File: config.mk
export PLATFORM = sky130hd
export DESIGN_NAME = fma_pipe
export DESIGN_NICKNAME = d
export VERILOG_FILES = /design/src/verilog/fixed_point_pkg.sv /design/src/verilog/plane_schedule_pkg.sv /design/src/verilog/fma_pipe.sv
export SDC_FILE = /design/constraint.sdc
export NUM_CORES = 2
export LEC_CHECK = 0
export BUFFER_PORTS_ARGS = -buffer_cell sky130_fd_sc_hd__buf_2
export CORE_ASPECT_RATIO = 0.9
export CORE_MARGIN = 3
export CORE_UTILIZATION = 45
export CTS_CLUSTER_SIZE = 10
export DETAILED_ROUTE_END_ITERATION = 12
export PLACE_DENSITY_LB_ADDON = 0.1
export REMOVE_ABC_BUFFERS = 1
export SETUP_SLACK_MARGIN = 0.05
export SYNTH_ARGS = -nofsm -noshare
export SYNTH_HDL_FRONTEND = slang
export SYNTH_SLANG_ARGS = --single-unit
File: constraint.sdc
create_clock -name clock -period 0.8 [get_ports clock]
set_input_delay 0.08 -clock clock [delete_from_list [all_inputs] [get_ports clock]]
set_output_delay 0.08 -clock clock [all_outputs]
set_load 0.005 [all_outputs]
File: src/verilog/fixed_point_pkg.sv
package fixed_point_pkg;

    // narrow format 12.20, used for multiplier operands and results
    localparam int narrow_ibits = 12;
    localparam int narrow_fbits = 20;
    localparam int narrow_bits = narrow_ibits + narrow_fbits;

    // wide format 24.40, holds any exact product of two narrow values
    localparam int wide_ibits = 24;
    localparam int wide_fbits = 40;
    localparam int wide_bits = wide_ibits + wide_fbits;

    // shift that moves a narrow value into the wide format
    localparam int fraction_shift = wide_fbits - narrow_fbits;

    // largest allowed integer magnitude of d after scaling
    localparam int scale_limit = 1 << (narrow_ibits - 2);

    typedef logic signed [narrow_bits-1:0] narrow_t;
    typedef logic signed [wide_bits-1:0] wide_t;

    // narrowing keeps wide bits [fraction_shift +: narrow_bits]
    // this floors the fraction and drops the upper integer bits

endpackage

File: src/verilog/plane_schedule_pkg.sv
package plane_schedule_pkg;

    // point coordinates first, then the computed variables in issue priority
    typedef enum logic [4:0] {
        id_ax, id_ay, id_az, id_bx, id_by, id_bz, id_cx, id_cy, id_cz,
        id_v1x, id_v1y, id_v1z, id_v2x, id_v2y, id_v2z,
        id_nx1, id_ny1, id_nz1, id_nx2, id_ny2, id_nz2,
        id_dx, id_dy, id_dz
    } var_id_t;

    localparam int num_points = 9;
    localparam int num_ops = 15;

    // operand source, a variable id or one of two fixed constants
    typedef logic [4:0] src_t;
    localparam src_t src_zero = 5'd24;
    localparam src_t src_minus_one = 5'd25;

    typedef struct packed {
        src_t a;
        src_t b;
        src_t c;
        logic negate_c;
    } op_entry_t;

    // r = a * b + (negate_c ? -c : c), one entry per computed variable
    localparam op_entry_t op_table [num_ops] = '{
        '{id_bx, src_minus_one, id_ax, 1'b0},
        '{id_by, src_minus_one, id_ay, 1'b0},
        '{id_bz, src_minus_one, id_az, 1'b0},
        '{id_cx, src_minus_one, id_ax, 1'b0},
        '{id_cy, src_minus_one, id_ay, 1'b0},
        '{id_cz, src_minus_one, id_az, 1'b0},
        '{id_v1z, id_v2y, src_zero, 1'b0},
        '{id_v1x, id_v2z, src_zero, 1'b0},
        '{id_v1y, id_v2x, src_zero, 1'b0},
        '{id_v1y, id_v2z, id_nx1, 1'b1},
        '{id_v1z, id_v2x, id_ny1, 1'b1},
        '{id_v1x, id_v2y, id_nz1, 1'b1},
        '{id_nx2, id_ax, src_zero, 1'b0},
        '{id_ny2, id_ay, id_dx, 1'b0},
        '{id_nz2, id_az, id_dy, 1'b0}
    };

endpackage
File: src/verilog/fma_pipe.sv
`timescale 1ns/1ps

module fma_pipe #(
    parameter int fma_latency = 3
) (
    input  logic                        clock,
    input  logic                        rst_n,
    input  logic                        issue_valid,
    input  plane_schedule_pkg::var_id_t issue_tag,
    input  fixed_point_pkg::narrow_t    a,
    input  fixed_point_pkg::narrow_t    b,
    input  fixed_point_pkg::wide_t      c,
    output logic                        result_valid,
    output plane_schedule_pkg::var_id_t result_tag,
    output fixed_point_pkg::wide_t      r
);

    fixed_point_pkg::wide_t sum;

    logic                        valid_q [fma_latency];
    plane_schedule_pkg::var_id_t tag_q [fma_latency];
    fixed_point_pkg::wide_t      sum_q [fma_latency];

    // the product of two 12.20 values is exact in 24.40
    assign sum = fixed_point_pkg::wide_t'(a) * fixed_point_pkg::wide_t'(b) + c;

    always_ff @(posedge clock or negedge rst_n) begin
        if (!rst_n) begin
            for (int i = 0; i < fma_latency; i++) begin
                valid_q[i] <= 1'b0;
            end
        end else begin
            valid_q[0] <= issue_valid;
            for (int i = 1; i < fma_latency; i++) begin
                valid_q[i] <= valid_q[i - 1];
            end
        end
    end

    // tag and sum ride alongside the valid bit
    always_ff @(posedge clock) begin
        tag_q[0] <= issue_tag;
        sum_q[0] <= sum;
        for (int i = 1; i < fma_latency; i++) begin
            tag_q[i] <= tag_q[i - 1];
            sum_q[i] <= sum_q[i - 1];
        end
    end

    assign result_valid = valid_q[fma_latency - 1];
    assign result_tag = tag_q[fma_latency - 1];
    assign r = sum_q[fma_latency - 1];

endmodule

==> impl_results.md <==
- CTS Buffer Depth: 3
- Sequential area share after synthesis: under 10%
- Hold_buf cts: 8
- Top-count cell post-synth: inv_1
- R2r worst-path depth: 0
- Syn avg cell area: 9.75 um^2
- Total wire length: about 130 mm
- Critical path data arrival time: 7.19 ns
- Drt pass-1 iters: 5
- Footprint of the multi-input gates: 0.0363 mm^2
- Crit-path max cell delay: 0.55 ns
- Share of flip-flops with an asynchronous set or reset after synthesis: under 10%
- Number of global-route vias before repair: 34.5k
- Status: finished, violations left
- RSZ-0062 raised after global routing: true
- H-tree depth: 1
- Top cells by area, synth: fa_1 54%, inv_1 11%, dfxtp_1 9.2%, and2_1 6.4%, ha_1 6.1%
- Area of the core: 0.0985 mm^2
- FF-to-FF setup slack: 0.27 ns
- Yosys top cell area share: a little over half
- CP max stage cell: fa_1
- RR Startpoint: sum_q[0][39]
- Largest net degree at the start of global routing: 23
- DR DRC count: 0
- Worst Setup Start Kind: input pin
- Hold Crit Depth: 2
- CP endpoint: sum_q[0][56]
- Setup violations, final: 133
- Placement Rows: 109
- Period Utilization, post-route: 840%
- DR iter-0 viols: 1370
- Cts bufs inserted: 26
- Commonest cells in the synthesized netlist: 1256 x inv_1, 1210 x fa_1, 579 x nand2_1
- RR Endpoint: sum_q[0][103]
- Antenna Nets Post-Route: 0
- Vias: 31.1k
- Worst-path clk slew: 0.05 ns
- Post-synth cell types: between 60 and 70
- Fmax: 149 MHz
- Dpl ws: -7.12 ns
- Failing checks: negative hold slack, negative setup slack
- # IOs: 206
- Die ar.: 0.103 mm^2
- FF/Latch Area: 0.00426 mm^2
- Worst Hold Slack: -0.232 ns
- Grt ovf: 0
- First-pass GRT wire length: ~200 mm
- Max FO, Critical Path: 7
- Global placement routability congestion: 0.898
- Post-synthesis cell area: between 0.04 and 0.05 mm^2
- Post-synth EDFFs: 0
- Worst-Margin Slew: 0.426 ns
- Worst setup path start: b[6]
- Effective utilization at floorplan: 45.5%
- CTS tree: yes
- Cell accounting for the most synthesized area: fa_1
- Main synth FF type: dfxtp_1
- CP required: 1.27 ns
- Worst-Skew Late Latency: 0.55 ns
- Critical path class: in2reg
- CTS Root Cell: clkbuf_16
- PortBufs: 205
- Clk_skew: 0.00920 ns
- Yosys warnings: 0
- Die extent in x: 339 um
- Area grow syn2layout: 22.7%
- Post-Synthesis Cells: 4599
- Layout cell share with drive strength beyond 1: 22.7%
- Initial antenna violation count: 7
- Relative slew slack: 71.6%
- Worst hold path type: in2reg
- Max-cap check violation count: 0
- Total track usage: 25.0%
- Final-report hold violation count: 2
- Fin crit period: 6.72 ns
- Yosys reg bits: 210
- Hpwl dp: ~110 mm
- Hold path startpoint: c[0]
- CTS sink count: 210
- Fin. max-slew vios: 0
- Setup crit end kind: flop
- Via density: 4.81
- Final Worst Setup Slack: -5.92 ns
- Routed len/inst: 19.5 um
- Final nets: 6684
- Most used cell, CP: fa_1
- Die height: 305 um
- Fill cells: approximately 8.8k
==> placed cells by master (no fill, tap or decap), types with 15 or more instances in the layout <==
master,netlist,layout
nor2_1,57,50
clkbuf_16,0,29
ha_1,218,161
fa_1,1210,1162
nand2_2,0,18
buf_12,0,70
inv_2,0,61
fa_2,0,48
a21oi_2,1,24
dfxtp_2,0,25
buf_2,2,134
inv_1,1256,1191
ha_4,0,53
dfxtp_1,207,180
xor2_1,19,15
buf_6,0,115
buf_8,0,29
and2_1,456,431
xnor2_1,57,49
a21oi_1,59,26
and2_4,0,25
buf_4,69,404
nand2_1,579,552
a21o_1,29,28
==> how the worst min path moves through the flow <==
stage,endpoint,slack (ns)
2_1_floorplan,result_valid,-0.22
3_3_place_gp,valid_q[1],-0.12
3_5_place_dp,valid_q[1],-0.12
4_1_cts,sum_q[0][0],-0.26
5_1_grt,sum_q[0][0],-0.25
6_report,sum_q[0][0],-0.23
==> sequential cells by signal (all words and copies together), names as in the netlist <==
register and flops:
valid_q 2, sum_q 192, tag_q 15, result_valid 1
==> cell type report <==
cell class | instances | area share, %
Tap cell | 1332 | 3.03
Inverter | 1257 | 8.60
Sequential cell | 210 | 7.74
Clock buffer | 30 | 1.21
Clock inverter | 6 | 0.237
Multi-Input combinational cell | 2855 | 66.1
Timing Repair Buffer | 770 | 13.1
Antenna cell | 2 | 0.00910
==> kinds of logic (layout without fill, tap and decap cells) <==
| group | count (synthesis) | count (layout) | synth area share (%) |
|---|---|---|---|
| and+or+nand+nor | 1160 | 1160 | 12.7 |
| muxes | 1 | 1 | 0.0223 |
| xor gates and xnor gates | 76 | 76 | 1.49 |
| buffers and inverters | 1534 | 2063 | 13.4 |
| adders and majority gates | 1428 | 1428 | 60.1 |
| AOI/OAI and AO/OA | 190 | 190 | 2.86 |
| other | 0 | 2 | 0 |
| DFF | 210 | 210 | 9.41 |
==> worst max-delay path, delay by kind of cell <==
kind / cells / cell delay [ns]
adders and majority gates: 9 / 4.22
AOI/OAI and AO/OA: 9 / 1.54
buffers and inverters: 10 / 1.04
and+or+nand+nor: 1 / 0.16
xor gates and xnor gates: 1 / 0.13
==> through the flow <==
stage          setup TNS (ns)  instances  cell area (um^2)  hold WS, ns  util (%)
6_report              -323.07       6462             55000       -0.232      55.8
3_5_place_dp          -367.06       6324             50200       -0.121      50.9
3_3_place_gp          -367.06       6324             50200       -0.124      50.9
4_1_cts               -323.90       6418             53200       -0.261      54.1
5_1_grt               -335.38       6461             55000       -0.251      55.8
2_1_floorplan         -330.74       4322             43500       -0.216         -
==> layer usage <==
layer	global-route usage (%)	up-vias	part of all wire (%)
met2	44.6	657	52
met3	2.39	165	4.0
met4	5.48	4	3.0
met1	33.2	16400	41
met5	0	-	0.027
li1	-	13900	-
==> timing repair <==
item                       4_1_cts  5_1_grt
gates cloned                     4        3
resized for setup              451      300
buffers inserted                50       51
hold endpoints to repair        11        2
pin swaps                      201      145
setup endpoints to repair      134      133
Power is left out: the tool's default activity adds up to more than one toggle a clock period on the data nets, which glitch-free logic cannot reach.
