--- config.mk ---
export PLATFORM = sky130hd
export DESIGN_NAME = operand_scoreboard
export DESIGN_NICKNAME = d
export VERILOG_FILES = /design/src/verilog/fixed_point_pkg.sv /design/src/verilog/plane_schedule_pkg.sv /design/src/verilog/operand_scoreboard.sv
export SDC_FILE = /design/constraint.sdc
export NUM_CORES = 2
export LEC_CHECK = 0
export BUFFER_PORTS_ARGS = -buffer_cell sky130_fd_sc_hd__buf_2
export CORE_AREA = 2 2 423 425
export CTS_CLUSTER_DIAMETER = 30
export DETAILED_ROUTE_END_ITERATION = 7
export DIE_AREA = 0 0 425 427
export PLACE_DENSITY = 0.55
export SLEW_MARGIN = 40
export SYNTH_ARGS = -nofsm -noshare
export SYNTH_HDL_FRONTEND = slang
export SYNTH_SLANG_ARGS = --single-unit
export TNS_END_PERCENT = 100
--- constraint.sdc ---
create_clock -name clock -period 9.2 [get_ports clock]
set_clock_uncertainty 0.1 [all_clocks]
set_input_delay 0.92 -clock clock [delete_from_list [all_inputs] [get_ports clock]]
set_output_delay 0.92 -clock clock [all_outputs]
set_load 0.02 [all_outputs]
--- src/verilog/fixed_point_pkg.sv ---
package fixed_point_pkg;

    // narrow format 12.20, used for multiplier operands and results
    localparam int narrow_ibits = 12;
    localparam int narrow_fbits = 20;
    localparam int narrow_bits = narrow_ibits + narrow_fbits;

    // wide format 24.40, holds any exact product of two narrow values
    localparam int wide_ibits = 24;
    localparam int wide_fbits = 40;
    localparam int wide_bits = wide_ibits + wide_fbits;

    // shift that moves a narrow value into the wide format
    localparam int fraction_shift = wide_fbits - narrow_fbits;

    // largest allowed integer magnitude of d after scaling
    localparam int scale_limit = 1 << (narrow_ibits - 2);

    typedef logic signed [narrow_bits-1:0] narrow_t;
    typedef logic signed [wide_bits-1:0] wide_t;

    // narrowing keeps wide bits [fraction_shift +: narrow_bits]
    // this floors the fraction and drops the upper integer bits

endpackage

--- src/verilog/plane_schedule_pkg.sv ---
package plane_schedule_pkg;

    // point coordinates first, then the computed variables in issue priority
    typedef enum logic [4:0] {
        id_ax, id_ay, id_az, id_bx, id_by, id_bz, id_cx, id_cy, id_cz,
        id_v1x, id_v1y, id_v1z, id_v2x, id_v2y, id_v2z,
        id_nx1, id_ny1, id_nz1, id_nx2, id_ny2, id_nz2,
        id_dx, id_dy, id_dz
    } var_id_t;

    localparam int num_points = 9;
    localparam int num_ops = 15;

    // operand source, a variable id or one of two fixed constants
    typedef logic [4:0] src_t;
    localparam src_t src_zero = 5'd24;
    localparam src_t src_minus_one = 5'd25;

    typedef struct packed {
        src_t a;
        src_t b;
        src_t c;
        logic negate_c;
    } op_entry_t;

    // r = a * b + (negate_c ? -c : c), one entry per computed variable
    localparam op_entry_t op_table [num_ops] = '{
        '{id_bx, src_minus_one, id_ax, 1'b0},
        '{id_by, src_minus_one, id_ay, 1'b0},
        '{id_bz, src_minus_one, id_az, 1'b0},
        '{id_cx, src_minus_one, id_ax, 1'b0},
        '{id_cy, src_minus_one, id_ay, 1'b0},
        '{id_cz, src_minus_one, id_az, 1'b0},
        '{id_v1z, id_v2y, src_zero, 1'b0},
        '{id_v1x, id_v2z, src_zero, 1'b0},
        '{id_v1y, id_v2x, src_zero, 1'b0},
        '{id_v1y, id_v2z, id_nx1, 1'b1},
        '{id_v1z, id_v2x, id_ny1, 1'b1},
        '{id_v1x, id_v2y, id_nz1, 1'b1},
        '{id_nx2, id_ax, src_zero, 1'b0},
        '{id_ny2, id_ay, id_dx, 1'b0},
        '{id_nz2, id_az, id_dy, 1'b0}
    };

endpackage
--- src/verilog/operand_scoreboard.sv ---
`timescale 1ns/1ps

module operand_scoreboard (
    input  logic                        clock,
    input  logic                        rst_n,
    input  logic                        start,
    input  fixed_point_pkg::narrow_t    a_x, a_y, a_z,
    input  fixed_point_pkg::narrow_t    b_x, b_y, b_z,
    input  fixed_point_pkg::narrow_t    c_x, c_y, c_z,
    output logic                        issue_valid,
    output plane_schedule_pkg::var_id_t issue_tag,
    output fixed_point_pkg::narrow_t    fma_a,
    output fixed_point_pkg::narrow_t    fma_b,
    output fixed_point_pkg::wide_t      fma_c,
    input  logic                        result_valid,
    input  plane_schedule_pkg::var_id_t result_tag,
    input  fixed_point_pkg::wide_t      result,
    output logic                        done,
    output fixed_point_pkg::wide_t      n_x_wide, n_y_wide, n_z_wide,
    output fixed_point_pkg::wide_t      d_wide
);

    localparam int num_points = plane_schedule_pkg::num_points;
    localparam int num_ops = plane_schedule_pkg::num_ops;

    typedef enum logic [1:0] {st_pending, st_running, st_finished} var_state_t;

    fixed_point_pkg::narrow_t point_in [num_points];
    fixed_point_pkg::wide_t   point_val [num_points];
    fixed_point_pkg::wide_t   value [num_ops];
    var_state_t               state [num_ops];

    // every source code maps to a value and a ready flag, results bypassed in
    fixed_point_pkg::wide_t src_val [32];
    logic                   src_ready [32];

    logic       busy;
    logic       all_finished;
    logic       pick_valid;
    logic [3:0] pick;
    logic [3:0] result_op;

    assign point_in = '{a_x, a_y, a_z, b_x, b_y, b_z, c_x, c_y, c_z};
    assign result_op = 4'(result_tag - 5'(num_points));

    always_comb begin
        for (int i = 0; i < 32; i++) begin
            src_val[i] = '0;
            src_ready[i] = 1'b0;
        end
        for (int i = 0; i < num_points; i++) begin
            src_val[i] = point_val[i];
            src_ready[i] = 1'b1;
        end
        for (int i = 0; i < num_ops; i++) begin
            if (result_valid && result_tag == plane_schedule_pkg::var_id_t'(num_points + i)) begin
                src_val[num_points + i] = result;
                src_ready[num_points + i] = 1'b1;
            end else begin
                src_val[num_points + i] = value[i];
                src_ready[num_points + i] = (state[i] == st_finished);
            end
        end
        src_ready[plane_schedule_pkg::src_zero] = 1'b1;
        src_val[plane_schedule_pkg::src_minus_one] = -(64'sd1 <<< fixed_point_pkg::wide_fbits);
        src_ready[plane_schedule_pkg::src_minus_one] = 1'b1;
    end

    // fixed priority, the lowest ready entry wins
    always_comb begin
        pick_valid = 1'b0;
        pick = '0;
        all_finished = 1'b1;
        for (int i = num_ops - 1; i >= 0; i--) begin
            if (state[i] == st_pending && src_ready[plane_schedule_pkg::op_table[i].a]
                    && src_ready[plane_schedule_pkg::op_table[i].b]
                    && src_ready[plane_schedule_pkg::op_table[i].c]) begin
                pick_valid = 1'b1;
                pick = 4'(i);
            end
            if (!src_ready[num_points + i]) begin
                all_finished = 1'b0;
            end
        end
    end

    always_ff @(posedge clock or negedge rst_n) begin
        if (!rst_n) begin
            busy <= 1'b0;
            done <= 1'b0;
            issue_valid <= 1'b0;
            for (int i = 0; i < num_ops; i++) begin
                state[i] <= st_pending;
            end
        end else begin
            done <= busy && all_finished;
            issue_valid <= busy && pick_valid;
            if (start) begin
                busy <= 1'b1;
                for (int i = 0; i < num_ops; i++) begin
                    state[i] <= st_pending;
                end
            end else if (busy) begin
                if (all_finished) begin
                    busy <= 1'b0;
                end
                if (result_valid) begin
                    state[result_op] <= st_finished;
                end
                if (pick_valid) begin
                    state[pick] <= st_running;
                end
            end
        end
    end

    always_ff @(posedge clock) begin
        if (start) begin
            for (int i = 0; i < num_points; i++) begin
                point_val[i] <= fixed_point_pkg::wide_t'(point_in[i]) <<< fixed_point_pkg::fraction_shift;
            end
        end
        if (result_valid) begin
            value[result_op] <= result;
        end
        // multiplier operands narrowed on the way out
        issue_tag <= plane_schedule_pkg::var_id_t'(5'(pick) + 5'(num_points));
        fma_a <= src_val[plane_schedule_pkg::op_table[pick].a][fixed_point_pkg::fraction_shift +:
                 fixed_point_pkg::narrow_bits];
        fma_b <= src_val[plane_schedule_pkg::op_table[pick].b][fixed_point_pkg::fraction_shift +:
                 fixed_point_pkg::narrow_bits];
        fma_c <= plane_schedule_pkg::op_table[pick].negate_c
                 ? -src_val[plane_schedule_pkg::op_table[pick].c]
                 : src_val[plane_schedule_pkg::op_table[pick].c];
    end

    assign n_x_wide = value[plane_schedule_pkg::id_nx2 - num_points];
    assign n_y_wide = value[plane_schedule_pkg::id_ny2 - num_points];
    assign n_z_wide = value[plane_schedule_pkg::id_nz2 - num_points];
    assign d_wide = value[plane_schedule_pkg::id_dz - num_points];

endmodule

==> impl_metrics.csv <==
group,metric,value,unit
timing,finalSetupViolCount,0,
placement,dp_hpwl,287,mm
placement,place_ws,207,ps
hold_path,whs_path_depth,1,
final_layout,drive_above_1_share,24.4,%
timing,final-hold-violation-count,0,
grt,grt-ovfl-total,0,
synthesis,async_flop_share,2.41,%
pwr,leakagePower,33.8,nW
die,core_area,177000,um2
final_layout,fin_nets,8090,
synthesis,synth_area_per_cell,10.3,um2
die,rows,155,
synthesis,seq_area_frac_synth,56.4,%
grt,track_usage,44.4,%
cts,cts_tree,"yes",
cts,cts_sinks,1369,
hold_path,hold_path_end,"point_val[0][359]",
cts,post-cts-setup-buffers,0,
timing,tns,0,ps
worst_setup_path,critPathLaunchType,"input pin",
timing,worst_slack,699,ps
timing,whs,28.7,ps
cts,clock_path_buffers,4,
grt,grt_first_pass_wirelength,559,mm
cts,path_clk_slew,50,ps
die,initial_core_util,39.6,%
routing,antenna_left,0,
grt,antenna_found_initial,36,
die,dieHeight,427,um
synthesis,synth_area,70200,um2
final_layout,utilization,51.5,%
worst_setup_path,worst-path-max-fanout,61,
timing,worst_slew_pin_slew,1040,ps
die,pin_count,752,
outcome,status,"complete, no violations",
timing,maxSlewHeadroom,30.2,%
synthesis,ys.flop_type,"edfxtp_1",
synthesis,synthCells,6804,
routing,viasPerCell,7.01,
synthesis,synth_warnings,0,
routing,totalWireLength,420,mm
worst_setup_path,cp.required,9980,ps
placement,postPlaceCellArea,78900,um2
timing,fin_crit_sh,92.4,%
cts,cts_root_buf,"clkbuf_16",
timing,period_needed,8500,ps
worst_setup_path,arrival,9280,ps
synthesis,syn-num-nets,7174,
worst_setup_path,critPathKind,"input pin to flip-flop",
worst_setup_path,reg2reg_to,"fma_c[39]",
routing,drt_iter0_markers,13800,
synthesis,ys_seq_elements,1369,
cts,clk_latency,960,ps
die,die-area,181000,um2
pwr,power_density,268,nW/um2
worst_setup_path,reg2reg_slack,980,ps
worst_setup_path,rr_startpoint,"state[19]",
hold_path,hp-class,"input pin to flip-flop",
timing,fmax,0.118,GHz
timing,report.final.slew_viol_count,0,
routing,drc,0,
worst_setup_path,r2r_cells,23,
grt,grt_max_degree,162,
cts,cts_buffers,366,
pwr,vdd_drop_max,0.000179,V
die,die_w,425,um
final_layout,design_area,91300,um2
placement,routabilityCongestion,1.07,
worst_setup_path,end_kind,"flip-flop",
routing,wl_per_cell,40.5,um
placement,port_buffers,751,
hold_path,hold_path.startpoint,"c_z[7]",
synthesis,synth_edf_count,1203,
timing,rsz0062_at_grt,"no",
routing,first_pass_iters,8,
synthesis,synth_cell_types,104,
final_layout,syn_to_final_growth,30.0,%
cts,h-tree-depth,5,
routing,via_count,72800,
run,max_cap_viol_count,0,
grt,grt_pass1_vias,67300,
[what timing repair did]
action,in CTS,in global routing
hold buffers,1,0
gates resized for setup,0,0
hold endpoints to repair,33,0
[per-layer routing]
layer  track usage [%]  vias up  share of wire, %
met5                 0        -             0.035
met1              55.0    35800                35
met4              34.2       26               9.5
met3              14.9     1709                13
li1                  -    28400                 -
met2              63.7     6917                42
[through the flow]
step           std cells  total power [mW]
6_report           10400              24.5
5_1_grt            10400              24.8
4_1_cts            10400              24.2
3_5_place_dp        9703              11.6
3_3_place_gp        9688              11.5
2_1_floorplan       6804              9.46
[worst max-delay path, cell delays in order]
cell and delay [ps]:
buf_2 340, and2_0 460, a21oi_1 200, nor4_2 620, a21oi_1 210, a221oi_4 580, inv_2 210, ha_1 490
and2_1 270, a41o_1 370, nor3_4 300, buf_12 350, mux2i_1 250, o221ai_1 810, o22ai_1 290, nor4_1 640
nand4_1 270, nor4_4 400, buf_4 190, and2_0 270, buf_4 180, nand3_1 160, o21ai_1 220, xnor2_1 140
[placed cells by master, fill, tap and decap left out, types with 214 or more instances in the layout]
master,synthesis,routed
a21oi_1,235,223
nor2_1,642,603
edfxtp_1,1203,1203
clkbuf_16,0,369
nand3_1,368,364
buf_4,31,370
nand2_1,1037,1023
o21ai_0,221,214
o22ai_1,244,242
buf_2,96,750
[cell usage after synthesis (all sizes together) (78+ instances only)]
library cell / instances / area, um2
mux2i: 161 / 1610
a31oi: 168 / 1060
o22ai: 246 / 1550
nand2: 1037 / 3890
o221ai: 100 / 876
a21oi: 235 / 1180
or3: 78 / 488
o211ai: 183 / 1380
nand3: 372 / 1890
and3: 92 / 576
a311oi: 90 / 788
buf: 201 / 1060
dfxtp: 133 / 2660
o21ai: 230 / 1150
edfxtp: 1203 / 36100
nor2: 642 / 2410
nor3: 205 / 1060
o311ai: 141 / 1230
clkbuf: 433 / 1630
[state kept, by name (all words and copies together) (netlist names)]
signal       cells
done             1
fma_c           64
issue_valid      1
issue_tag        5
fma_b           32
fma_a           32
busy             1
value          915
point_val      288
state           30
[worst max path at each step]
| stage | from | endpoint | slack [ps] | cells past startpoint |
|---|---|---|---|---|
| floorplan | result_tag[2] | fma_c[57] | 880 | 16 |
| CTS | result_tag[2] | fma_c[39] | 1170 | 24 |
| finish | result_tag[2] | fma_c[39] | 700 | 24 |
| detailed placement | result_tag[2] | fma_c[39] | 210 | 24 |
| global route | result_tag[2] | fma_c[39] | 470 | 24 |
| global placement | result_tag[2] | fma_c[29] | 60 | 25 |
[final cells by class]
cell class,instances,area [um2]
fill,15800,86000
sequential,1369,39600
multi-input combinational,4767,28700
clock buffer,428,9560
timing repair buffer,1182,7650
tap,2355,2950
clock inverter,234,2690
inverter,34,128
antenna,20,50.0
[cell families (layout without fill, tap and decap cells)]
logic type,Yosys count,count (layout),share of synthesized area (%)
muxes,177,177,2.57
xor gates and xnor gates,63,63,0.785
buffers and inverters,668,1878,4.00
other,0,20,0
DFF,1369,1369,56.4
AOI/OAI and AO/OA,1928,1928,19.7
and+or+nand+nor,2590,2590,16.4
adders and majority gates,9,9,0.160
[report_power, final]
group | leakage, nW | switching [mW] | internal, mW
sequential | 12.6 | 0.251 | 7.12
clock | 5.89 | 4.13 | 8.65
combinational | 15.3 | 3.11 | 1.22
total | 33.8 | 7.49 | 17.0
(Power assumes the default switching activity.)
