$ cat src/verilog/fixed_point_pkg.sv
package fixed_point_pkg;

    // narrow format 12.20, used for multiplier operands and results
    localparam int narrow_ibits = 12;
    localparam int narrow_fbits = 20;
    localparam int narrow_bits = narrow_ibits + narrow_fbits;

    // wide format 24.40, holds any exact product of two narrow values
    localparam int wide_ibits = 24;
    localparam int wide_fbits = 40;
    localparam int wide_bits = wide_ibits + wide_fbits;

    // shift that moves a narrow value into the wide format
    localparam int fraction_shift = wide_fbits - narrow_fbits;

    // largest allowed integer magnitude of d after scaling
    localparam int scale_limit = 1 << (narrow_ibits - 2);

    typedef logic signed [narrow_bits-1:0] narrow_t;
    typedef logic signed [wide_bits-1:0] wide_t;

    // narrowing keeps wide bits [fraction_shift +: narrow_bits]
    // this floors the fraction and drops the upper integer bits

endpackage

$ cat src/verilog/plane_normalizer.sv
`timescale 1ns/1ps

module plane_normalizer (
    input  logic                     clock,
    input  logic                     rst_n,
    input  logic                     start,
    input  fixed_point_pkg::wide_t   n_x_wide, n_y_wide, n_z_wide,
    input  fixed_point_pkg::wide_t   d_wide,
    output logic                     finish,
    output fixed_point_pkg::narrow_t n_x, n_y, n_z,
    output fixed_point_pkg::narrow_t d
);

    logic                   busy;
    logic                   over_limit;
    fixed_point_pkg::wide_t nx_q, ny_q, nz_q, d_q;
    fixed_point_pkg::wide_t d_abs;

    assign d_abs = d_q[fixed_point_pkg::wide_bits-1] ? -d_q : d_q;
    // only the integer part of |d| is compared
    assign over_limit = d_abs[fixed_point_pkg::wide_bits-1 -: fixed_point_pkg::wide_ibits]
                        > fixed_point_pkg::wide_ibits'(fixed_point_pkg::scale_limit);

    always_ff @(posedge clock or negedge rst_n) begin
        if (!rst_n) begin
            busy <= 1'b0;
            finish <= 1'b0;
        end else begin
            finish <= busy && !over_limit;
            if (start) begin
                busy <= 1'b1;
            end else if (busy && !over_limit) begin
                busy <= 1'b0;
            end
        end
    end

    always_ff @(posedge clock) begin
        if (start) begin
            nx_q <= n_x_wide;
            ny_q <= n_y_wide;
            nz_q <= n_z_wide;
            d_q <= d_wide;
        end else if (busy && over_limit) begin
            // halve the whole plane, which leaves it unchanged
            nx_q <= nx_q >>> 1;
            ny_q <= ny_q >>> 1;
            nz_q <= nz_q >>> 1;
            d_q <= d_q >>> 1;
        end
        if (busy && !over_limit) begin
            n_x <= nx_q[fixed_point_pkg::fraction_shift +: fixed_point_pkg::narrow_bits];
            n_y <= ny_q[fixed_point_pkg::fraction_shift +: fixed_point_pkg::narrow_bits];
            n_z <= nz_q[fixed_point_pkg::fraction_shift +: fixed_point_pkg::narrow_bits];
            d <= d_q[fixed_point_pkg::fraction_shift +: fixed_point_pkg::narrow_bits];
        end
    end

endmodule

$ cat config.mk
export PLATFORM = sky130hd
export DESIGN_NAME = plane_normalizer
export DESIGN_NICKNAME = d
export VERILOG_FILES = /design/src/verilog/fixed_point_pkg.sv /design/src/verilog/plane_normalizer.sv
export SDC_FILE = /design/constraint.sdc
export NUM_CORES = 1
export LEC_CHECK = 0
export BUFFER_PORTS_ARGS = -buffer_cell sky130_fd_sc_hd__buf_2
export CORE_MARGIN = 2
export CORE_UTILIZATION = 28
export CTS_CLUSTER_SIZE = 20
export DETAILED_ROUTE_END_ITERATION = 12
export SLEW_MARGIN = 20
export SYNTH_ARGS = -nofsm -noshare
export SYNTH_HDL_FRONTEND = slang
export SYNTH_SLANG_ARGS = --single-unit
export TNS_END_PERCENT = 5
$ cat constraint.sdc
create_clock -name clock -period 13.5 [get_ports clock]
set_input_delay 4.05 -clock clock [delete_from_list [all_inputs] [get_ports clock]]
set_output_delay 4.05 -clock clock [all_outputs]
set_load 0.03 [all_outputs]
==> results of run 1 <==
[final cells by class]
class | count | area (µm²) | area share
inverters | 7 | 26.3 | 0.00161
flip-flops and latches | 326 | 9780 | 0.599
multi-input cells | 327 | 2980 | 0.183
repair buffers | 333 | 1690 | 0.104
well taps | 600 | 751 | 0.0460
clock inverters | 16 | 118 | 0.00720
clock buffers | 45 | 977 | 0.0599
[metal layers]
metal	routed length [µm]	global-route usage	vias to the layer above
li1	-	-	3450
met1	12600	0.153	3632
met2	14100	0.196	325
met3	2640	0.0396	54
met4	527	0.0345	4
met5	24	0	-
[cells by family (layout without fill, tap and decap cells)]
group | Yosys count | in the layout | synth area share
compound gates | 53 | 53 | 0.0294
xor+xnor | 1 | 1 | 0.000677
buf+inv | 41 | 401 | 0.0141
flops | 326 | 326 | 0.756
mux | 187 | 187 | 0.163
simple gates | 86 | 86 | 0.0367
[synth_stat cells, drive strengths merged, types with 2 or more instances]
library cell / count / share of area
o21ai: 12 / 0.0046
a32o: 2 / 0.0015
a311oi: 2 / 0.0014
edfxtp: 324 / 0.75
nand2: 14 / 0.0041
nor4b: 2 / 0.0014
nor2: 19 / 0.0055
buf: 5 / 0.0035
and2: 5 / 0.0024
o31ai: 2 / 0.0012
nand3: 3 / 0.0012
o22ai: 3 / 0.0015
or3: 4 / 0.0019
a31o: 2 / 0.0014
a21o: 3 / 0.0017
a21oi: 6 / 0.0023
or4: 6 / 0.0038
a41oi: 2 / 0.0014
dfrtp: 2 / 0.0039
or2: 2 / 0.00097
mux2: 186 / 0.16
o31a: 2 / 0.0014
inv: 7 / 0.0020
nor4: 15 / 0.0084
nor3: 10 / 0.0039
a31oi: 5 / 0.0024
o2111ai: 2 / 0.0014
clkbuf: 29 / 0.0086
nand4: 3 / 0.0015
[path summary, 6_finish.rpt]
| kind | start | to |
|---|---|---|
| worst max-delay path | start | ny_q[46] |
| worst min-delay path | nx_q[20] | n_x[0] |
| worst max register to register | d_q[21] | ny_q[46] |
| worst min register to register | nx_q[20] | n_x[0] |
| max in group asynchronous | rst_n | finish |
| min in group asynchronous | rst_n | busy |
[sequential cells by signal, indices dropped and copies added, names as in the netlist, 32 cells and up]
register and count:
ny_q 44, d_q 64, n_z 32, nx_q 44
n_x 32, d 32, n_y 32, nz_q 44
[where the power goes]
group          total (mW)  internal [mW]  switching (mW)
clock network       0.926          0.533           0.393
registers            1.28           1.22          0.0543
logic               0.166         0.0904          0.0753
total                2.37           1.84           0.523
[cells in the final DEF (no fill, tap or decap), types with 3 or more instances in the layout]
cell type,synthesis,routed
sky130_fd_sc_hd__buf_4,3,6
sky130_fd_sc_hd__edfxtp_1,324,324
sky130_fd_sc_hd__buf_2,0,326
sky130_fd_sc_hd__nand3_1,3,3
sky130_fd_sc_hd__nor2_1,19,18
sky130_fd_sc_hd__a21oi_1,6,6
sky130_fd_sc_hd__or4_1,5,5
sky130_fd_sc_hd__clkbuf_16,0,38
sky130_fd_sc_hd__nor3_1,10,10
sky130_fd_sc_hd__and2_1,4,4
sky130_fd_sc_hd__nand2_1,14,14
sky130_fd_sc_hd__o22ai_1,3,3
sky130_fd_sc_hd__or3_1,4,4
sky130_fd_sc_hd__inv_1,7,7
sky130_fd_sc_hd__o21ai_0,12,12
sky130_fd_sc_hd__clkbuf_1,27,7
sky130_fd_sc_hd__nor4_1,14,14
sky130_fd_sc_hd__nand4_1,3,3
sky130_fd_sc_hd__clkinv_1,0,7
sky130_fd_sc_hd__a31oi_1,5,5
sky130_fd_sc_hd__mux2_2,186,186
sky130_fd_sc_hd__clkinv_2,0,4
==> flow_summary.html, run 1 <==
<table>
<tr><th>Metric</th><th>Value</th></tr>
<tr><th colspan="2">Power and ir drop</th></tr>
<tr><td>Worst IR Drop VDD</td><td>0.000102 V</td></tr>
<tr><td>Cell Pwr Density</td><td>145 mW/mm²</td></tr>
<tr><td>Standby leakage power</td><td>around 6.1 nW</td></tr>
<tr><td>Total power</td><td>2.37 mW</td></tr>
<tr><th colspan="2">Setup path</th></tr>
<tr><td>Slowest stage delay, CP</td><td>around 840 ps</td></tr>
<tr><td>Cells along the critical path</td><td>clkbuf_8 &gt; a21o_4 &gt; buf_4</td></tr>
<tr><td>Reg-to-reg setup timing slack</td><td>8610 ps</td></tr>
<tr><td>Top fanout value on the critical path</td><td>76</td></tr>
<tr><td>Nature of the critical path startpoint</td><td>input port</td></tr>
<tr><td>Critical-path top delay cell</td><td>sky130_fd_sc_hd__buf_4</td></tr>
<tr><td>Data arrival time of the critical path</td><td>~6000 ps</td></tr>
<tr><td>Critical setup path kind</td><td>input port to flop</td></tr>
<tr><td>Required time of the critical path</td><td>13650 ps</td></tr>
<tr><td>Kind of capture point of the worst setup path</td><td>flop</td></tr>
<tr><td>Top Family by Delay on Critical Path</td><td>buffers and inverters</td></tr>
<tr><td>Worst Reg-to-Reg Cells</td><td>9</td></tr>
<tr><td>Sum of buffers and inverters on the critical path</td><td>2</td></tr>
<tr><td>Logic depth of the worst path, buffers included</td><td>3</td></tr>
<tr><th colspan="2">Global route</th></tr>
<tr><td>Via count of the first global-routing pass</td><td>7615</td></tr>
<tr><td>Maximum number of pins on one net before global-route repair</td><td>78</td></tr>
<tr><td>Initial antenna violation count</td><td>3</td></tr>
<tr><td>Global-route wire length before repair</td><td>44.3 mm</td></tr>
<tr><td>Global route overflow</td><td>0</td></tr>
<tr><td>Total track usage</td><td>0.120</td></tr>
<tr><th colspan="2">CTS</th></tr>
<tr><td>Quantity of gates resized following cts</td><td>0</td></tr>
<tr><td>Cell at the root of the clock tree</td><td>sky130_fd_sc_hd__clkbuf_16</td></tr>
<tr><td>Post-CTS Hold Buffers</td><td>0</td></tr>
<tr><td>Buffer count from post-CTS setup fixing</td><td>0</td></tr>
<tr><td>Depth of the CTS H-tree</td><td>2</td></tr>
<tr><td>Source-to-sink clock delay at the later pin of the worst-skew pair</td><td>approximately 540 ps</td></tr>
<tr><td>Maximum clock insertion buffer count</td><td>3</td></tr>
<tr><td>Clock-pin slew on the worst setup and hold paths</td><td>60 ps</td></tr>
<tr><td>Clock tree from TritonCTS</td><td>yes</td></tr>
<tr><td>CTS Buf Count</td><td>36</td></tr>
<tr><td>Number of clock sinks seen by CTS</td><td>326</td></tr>
<tr><th colspan="2">Timing</th></tr>
<tr><td>Tightest slew margin relative to the limit</td><td>0.303</td></tr>
<tr><td>Fin Hold WS</td><td>around 430 ps</td></tr>
<tr><td>Final Hold Violating Endpoints</td><td>0</td></tr>
<tr><td>Slew at the pin closest to its max-slew limit</td><td>around 1000 ps</td></tr>
<tr><td>Period utilisation layout</td><td>0.445</td></tr>
<tr><td>Maximum clock frequency</td><td>167 MHz</td></tr>
<tr><td>Clock Skews</td><td>24.9 ps</td></tr>
<tr><td>Final sum of negative setup slack</td><td>0 ps</td></tr>
<tr><td>RSZ-0062 raised after global routing</td><td>false</td></tr>
<tr><td>Worst setup margin</td><td>7500 ps</td></tr>
<tr><td>Time the final worst path needs with I/O delays and setup</td><td>about 6000 ps</td></tr>
<tr><td>Max-slew violations</td><td>0</td></tr>
<tr><td>Number of endpoints failing setup at the final stage</td><td>0</td></tr>
<tr><th colspan="2">Floorplanning</th></tr>
<tr><td>Vertical die dimension</td><td>219 µm</td></tr>
<tr><td>Num rows</td><td>78</td></tr>
<tr><td>Die footprint</td><td>0.0479 mm²</td></tr>
<tr><td>DIE WIDTH</td><td>~220 µm</td></tr>
<tr><td>Effective utilization at floorplan</td><td>0.284</td></tr>
<tr><td>Io pins</td><td>388</td></tr>
<tr><td>Core box area</td><td>0.0455 mm²</td></tr>
<tr><th colspan="2">Cells and area</th></tr>
<tr><td>Net count of the finished layout</td><td>1290</td></tr>
<tr><td>Post-route insts no fill</td><td>1654</td></tr>
<tr><td>Ratio of cells with drive above 1 in the final layout</td><td>0.546</td></tr>
<tr><td>Final Core Density</td><td>0.359</td></tr>
<tr><td>Ant diodes</td><td>0</td></tr>
<tr><td>Post-route standard cell area excluding fillers</td><td>0.0163 mm²</td></tr>
<tr><td>Filler instances</td><td>approximately 4400</td></tr>
<tr><td>Growth of design area from synthesis to finish</td><td>26.3%</td></tr>
<tr><th colspan="2">Placement</th></tr>
<tr><td>Placed cell count</td><td>1593</td></tr>
<tr><td>Number of buffers added on ports</td><td>327</td></tr>
<tr><td>Detailed Place HPWL</td><td>20.3 mm</td></tr>
<tr><td>Area of placed instances</td><td>around 0.015 mm²</td></tr>
<tr><td>GP Congestion</td><td>between 0.8 and 0.9</td></tr>
<tr><td>Worst setup timing slack at the placement stage</td><td>6870 ps</td></tr>
<tr><th colspan="2">Drt</th></tr>
<tr><td>Antenna Violating Nets Remaining</td><td>0</td></tr>
<tr><td>Final routed DRC violation total</td><td>0</td></tr>
<tr><td>Number of DRC markers in iteration 0</td><td>553</td></tr>
<tr><td>Number of detailed-route iterations in the first pass</td><td>5</td></tr>
<tr><td>Wirelength, routed</td><td>between 20 and 30 mm</td></tr>
<tr><td>Mean routed wirelength per cell</td><td>18.0 µm</td></tr>
<tr><td>Mean number of vias per cell</td><td>4.51</td></tr>
<tr><td>Total number of vias</td><td>7465</td></tr>
<tr><th colspan="2">Synthesis</th></tr>
<tr><td>Total nets after synthesis</td><td>953</td></tr>
<tr><td>Post-synthesis sequential area ratio</td><td>0.756</td></tr>
<tr><td>Synthesized area per cell</td><td>18.6 µm²</td></tr>
<tr><td>Register bit count reported by yosys</td><td>326</td></tr>
<tr><td>Netlist cell types</td><td>49</td></tr>
<tr><td>Synthesis warning total</td><td>0</td></tr>
<tr><td>Mapped cell area</td><td>roughly 0.013 mm²</td></tr>
<tr><td>Number of flops mapped to enable cells by yosys</td><td>324</td></tr>
<tr><td>Share of flip-flops with an asynchronous set or reset after synthesis</td><td>0.00613</td></tr>
<tr><td>Most frequently used flop master after synthesis</td><td>sky130_fd_sc_hd__edfxtp_1</td></tr>
<tr><td>Instance count of the mapped netlist</td><td>694</td></tr>
<tr><th colspan="2">Hold path</th></tr>
<tr><td>Min-Delay Path Class</td><td>flop to flop</td></tr>
<tr><td>Hold Path Stages</td><td>0</td></tr>
<tr><th colspan="2">Outcome</th></tr>
<tr><td>Result of the run</td><td>finished, final reports clean</td></tr>
<tr><th colspan="2">Flow run</th></tr>
<tr><td>Max-cap viol count</td><td>0</td></tr>
</table>
Note: power is estimated with default switching activity, not from simulation.
==> inputs of run 2 (changes only) <==
clock period = 5 ns   (was 13.5 ns; I/O delays follow)
==> flow_summary.html, run 2 (synthesis gave the netlist of run 1 again) <==
<table>
<tr><th>Metric</th><th>Value</th></tr>
<tr><th colspan="2">Cells and area</th></tr>
<tr><td>Filler instances</td><td>4362 (was 4411)</td></tr>
<tr><td>Biggest register</td><td>d_q (unchanged)</td></tr>
<tr><td>Net count of the finished layout</td><td>1298 (was 1290)</td></tr>
<tr><td>Ratio of cells with drive above 1 in the final layout</td><td>0.553 (was 0.546)</td></tr>
<tr><td>Leading cell types in the layout, fill and taps excluded</td><td>sky130_fd_sc_hd__buf_2, sky130_fd_sc_hd__edfxtp_1, sky130_fd_sc_hd__mux2_2 (unchanged)</td></tr>
<tr><td>Flip-flop count of the largest register after layout</td><td>64 (unchanged)</td></tr>
<tr><td>Growth of design area from synthesis to finish</td><td>27.4% (was 26.3%)</td></tr>
<tr><td>Most common cell after layout, fill and taps aside</td><td>sky130_fd_sc_hd__buf_2 (unchanged)</td></tr>
<tr><td>Final Core Density</td><td>0.362 (was 0.359)</td></tr>
<tr><td>Post-route standard cell area excluding fillers</td><td>0.0165 mm² (was 0.0163 mm²)</td></tr>
<tr><th colspan="2">Timing</th></tr>
<tr><td>RSZ-0062 raised after global routing</td><td>false (unchanged)</td></tr>
<tr><td>Time the final worst path needs with I/O delays and setup</td><td>4380 ps</td></tr>
<tr><td>Number of endpoints failing setup at the final stage</td><td>0 (unchanged)</td></tr>
<tr><td>Fin Hold WS</td><td>418 ps (was 430 ps)</td></tr>
<tr><td>Max-slew violations</td><td>0 (unchanged)</td></tr>
<tr><td>Maximum clock frequency</td><td>around 230 MHz</td></tr>
<tr><td>Tightest slew margin relative to the limit</td><td>0.346 (was 0.303)</td></tr>
<tr><td>Final Hold Violating Endpoints</td><td>0 (unchanged)</td></tr>
<tr><td>Slew at the pin closest to its max-slew limit</td><td>981 ps (was 1040 ps)</td></tr>
<tr><td>Period utilisation layout</td><td>0.876</td></tr>
<tr><td>Clock Skews</td><td>22.5 ps (was 24.9 ps)</td></tr>
<tr><th colspan="2">Setup path</th></tr>
<tr><td>Top fanout value on the critical path</td><td>64 (was 76)</td></tr>
<tr><td>Critical setup path kind</td><td>flop to flop (was input port to flop)</td></tr>
<tr><td>Cells along the critical path</td><td>nor4_1 &gt; nand3_1 &gt; nor4_4 &gt; and2_0 &gt; o22ai_1 &gt; o41ai_2 &gt; o2111ai_2 &gt; a21o_4 &gt; buf_12 (was clkbuf_8 &gt; a21o_4 &gt; buf_4)</td></tr>
<tr><td>Required time of the critical path</td><td>5240 ps (was 13650 ps)</td></tr>
<tr><td>Nature of the critical path startpoint</td><td>flop (was input port)</td></tr>
<tr><td>Slowest stage delay, CP</td><td>610 ps (was 840 ps)</td></tr>
<tr><td>Startpoint of the most critical setup path</td><td>d_q[27] (was start)</td></tr>
<tr><td>Reg-to-reg setup timing slack</td><td>620 ps (was 8610 ps)</td></tr>
<tr><td>Data arrival time of the critical path</td><td>4620 ps (was 6150 ps)</td></tr>
<tr><td>Kind of capture point of the worst setup path</td><td>flop (unchanged)</td></tr>
<tr><td>Critical-path top delay cell</td><td>sky130_fd_sc_hd__nor4_4 (was sky130_fd_sc_hd__buf_4)</td></tr>
<tr><td>Top Family by Delay on Critical Path</td><td>simple AND/OR/NAND/NOR gates (was buffers and inverters)</td></tr>
<tr><td>FF-to-FF Start</td><td>d_q[27] (was d_q[21])</td></tr>
<tr><td>Sum of buffers and inverters on the critical path</td><td>1 (was 2)</td></tr>
<tr><th colspan="2">Placement</th></tr>
<tr><td>GP Congestion</td><td>0.827 (was 0.842)</td></tr>
<tr><td>Detailed Place HPWL</td><td>20.5 mm (was 20.3 mm)</td></tr>
<tr><td>Number of buffers added on ports</td><td>327 (unchanged)</td></tr>
<tr><td>Area of placed instances</td><td>0.0153 mm² (was 0.0152 mm²)</td></tr>
<tr><th colspan="2">Drt</th></tr>
<tr><td>Number of DRC markers in iteration 0</td><td>488 (was 553)</td></tr>
<tr><td>Wirelength, routed</td><td>30.2 mm (was 29.8 mm)</td></tr>
<tr><td>Final routed DRC violation total</td><td>0 (unchanged)</td></tr>
<tr><td>Met2 WL</td><td>14.4 mm (was 14.1 mm)</td></tr>
<tr><td>Total number of vias</td><td>7538 (was 7465)</td></tr>
<tr><td>Mean routed wirelength per cell</td><td>18.1 µm (was 18.0 µm)</td></tr>
<tr><td>Number of detailed-route iterations in the first pass</td><td>5 (unchanged)</td></tr>
<tr><td>Mean number of vias per cell</td><td>4.52 (was 4.51)</td></tr>
<tr><td>Top layer in use</td><td>met5 (unchanged)</td></tr>
<tr><td>Antenna Violating Nets Remaining</td><td>0 (unchanged)</td></tr>
<tr><td>Met1 routed wirelength after detailed routing</td><td>12.5 mm (was 12.6 mm)</td></tr>
<tr><td>Met3 wire len</td><td>2.62 mm (was 2.64 mm)</td></tr>
<tr><th colspan="2">Power and ir drop</th></tr>
<tr><td>Total power</td><td>6.44 mW (was 2.37 mW)</td></tr>
<tr><td>Net Sw Frac</td><td>0.222 (was 0.221)</td></tr>
<tr><td>Standby leakage power</td><td>6.16 nW (was 6.10 nW)</td></tr>
<tr><td>Cell Pwr Density</td><td>391 mW/mm² (was 145 mW/mm²)</td></tr>
<tr><td>Worst IR Drop VDD</td><td>0.000239 V (was 0.000102 V)</td></tr>
<tr><td>Share of power burned in the clock network</td><td>0.395 (was 0.391)</td></tr>
<tr><td>Sequential fraction of design power</td><td>0.534 (was 0.539)</td></tr>
<tr><td>Portion of total power attributed to combinational logic</td><td>0.071 (was 0.070)</td></tr>
<tr><td>P_sw</td><td>1.43 mW (was 0.523 mW)</td></tr>
<tr><td>Int Pwr</td><td>5.01 mW (was 1.84 mW)</td></tr>
<tr><th colspan="2">CTS</th></tr>
<tr><td>Clock-pin slew on the worst setup and hold paths</td><td>60 ps (about the same)</td></tr>
<tr><td>Number of clock sinks seen by CTS</td><td>326 (unchanged)</td></tr>
<tr><td>Source-to-sink clock delay at the later pin of the worst-skew pair</td><td>540 ps (about the same)</td></tr>
<tr><td>Maximum clock insertion buffer count</td><td>3 (unchanged)</td></tr>
<tr><td>Clock tree from TritonCTS</td><td>yes (unchanged)</td></tr>
<tr><td>Post-CTS Hold Buffers</td><td>0 (unchanged)</td></tr>
<tr><td>Depth of the CTS H-tree</td><td>2 (unchanged)</td></tr>
<tr><td>Buffer count from post-CTS setup fixing</td><td>0 (unchanged)</td></tr>
<tr><td>Quantity of gates resized following cts</td><td>0 (unchanged)</td></tr>
<tr><td>CTS Buf Count</td><td>37 (was 36)</td></tr>
<tr><td>Cell at the root of the clock tree</td><td>sky130_fd_sc_hd__clkbuf_16 (unchanged)</td></tr>
<tr><th colspan="2">Floorplanning</th></tr>
<tr><td>Core box area</td><td>0.0455 mm² (unchanged)</td></tr>
<tr><td>DIE WIDTH</td><td>219 µm (unchanged)</td></tr>
<tr><td>Io pins</td><td>388 (unchanged)</td></tr>
<tr><td>Num rows</td><td>78 (unchanged)</td></tr>
<tr><td>Effective utilization at floorplan</td><td>0.284 (unchanged)</td></tr>
<tr><td>Vertical die dimension</td><td>219 µm (unchanged)</td></tr>
<tr><td>Die footprint</td><td>0.0479 mm² (unchanged)</td></tr>
<tr><th colspan="2">Flow run</th></tr>
<tr><td>Max-cap viol count</td><td>0 (unchanged)</td></tr>
<tr><th colspan="2">Global route</th></tr>
<tr><td>Global-route wire length before repair</td><td>44.7 mm (was 44.3 mm)</td></tr>
<tr><td>Via count of the first global-routing pass</td><td>7677 (was 7615)</td></tr>
<tr><td>Total track usage</td><td>0.122 (was 0.120)</td></tr>
<tr><td>Global route overflow</td><td>0 (unchanged)</td></tr>
<tr><td>Initial antenna violation count</td><td>4 (was 3)</td></tr>
<tr><td>Maximum number of pins on one net before global-route repair</td><td>107 (was 78)</td></tr>
<tr><th colspan="2">Hold path</th></tr>
<tr><td>Min-Delay Path Class</td><td>flop to flop (unchanged)</td></tr>
<tr><td>Worst min-delay path startpoint</td><td>ny_q[20] (was nx_q[20])</td></tr>
<tr><th colspan="2">Outcome</th></tr>
<tr><td>Result of the run</td><td>finished, final reports clean (unchanged)</td></tr>
</table>
## run 2: cell count changes in the layout (fill, tap and decap cells not counted), sizes merged
cell	before	now
buf	332	339
clkbuf	46	47
diode	0	1
inv	8	7
clkinv	13	18
## run 2: layout make-up
| class | count | area, µm² | area share |
|---|---|---|---|
| well taps | 600 | 751 | 0.0456 |
| clock buffers | 46 | 991 | 0.0602 |
| repair buffers | 340 | 1780 | 0.108 |
| flip-flops and latches | 326 | 9780 | 0.594 |
| inverters | 7 | 26.3 | 0.00160 |
| diodes | 1 | 2.50 | 0.000152 |
| clock inverters | 20 | 138 | 0.00836 |
| multi-input cells | 327 | 3000 | 0.182 |
## run 2: final timing paths
check / end / cells after the start
worst min-delay path: n_y[0] / 0
worst max-delay path: ny_q[24] / 9
worst max register to register: ny_q[24] / 9
worst min register to register: n_y[0] / 0
min in group asynchronous: finish / 1
max in group asynchronous: busy / 1
## run 2: metrics by stage
stage | worst slack [ps] | setup TNS [ps] | instances
3_5_place_dp | 585 | 0 | 1600
3_3_place_gp | 637 | 0 | 1600
6_report | 622 | 0 | 1667
4_1_cts | 546 | 0 | 1666
2_1_floorplan | -34.3 | -4390 | 694
5_1_grt | 329 | 0 | 1667
## run 2: routing by layer
metal,global-route usage,vias to the layer above
li1,-,3477
met1,0.154,3702
met4,0.0381,4
met5,0,-
met2,0.198,297
met3,0.0394,58
## run 2: power groups by stage
stage	Sequential, mW	Clock (mW)	Combinational [mW]
floorplan	3.45	0	0.293
global placement	3.49	0	0.451
detailed placement	3.50	0	0.460
CTS	3.44	2.64	0.464
global route	3.47	2.74	0.502
finish	3.44	2.54	0.456
## run 2: worst register-to-register path, stage by stage (launching register included)
cell and delay, ps:
sky130_fd_sc_hd__edfxtp_1 400, sky130_fd_sc_hd__nor4_1 520, sky130_fd_sc_hd__nand3_1 280, sky130_fd_sc_hd__nor4_4 610, sky130_fd_sc_hd__and2_0 440, sky130_fd_sc_hd__o22ai_1 150, sky130_fd_sc_hd__o41ai_2 400, sky130_fd_sc_hd__o2111ai_2 250
sky130_fd_sc_hd__a21o_4 570, sky130_fd_sc_hd__buf_12 420
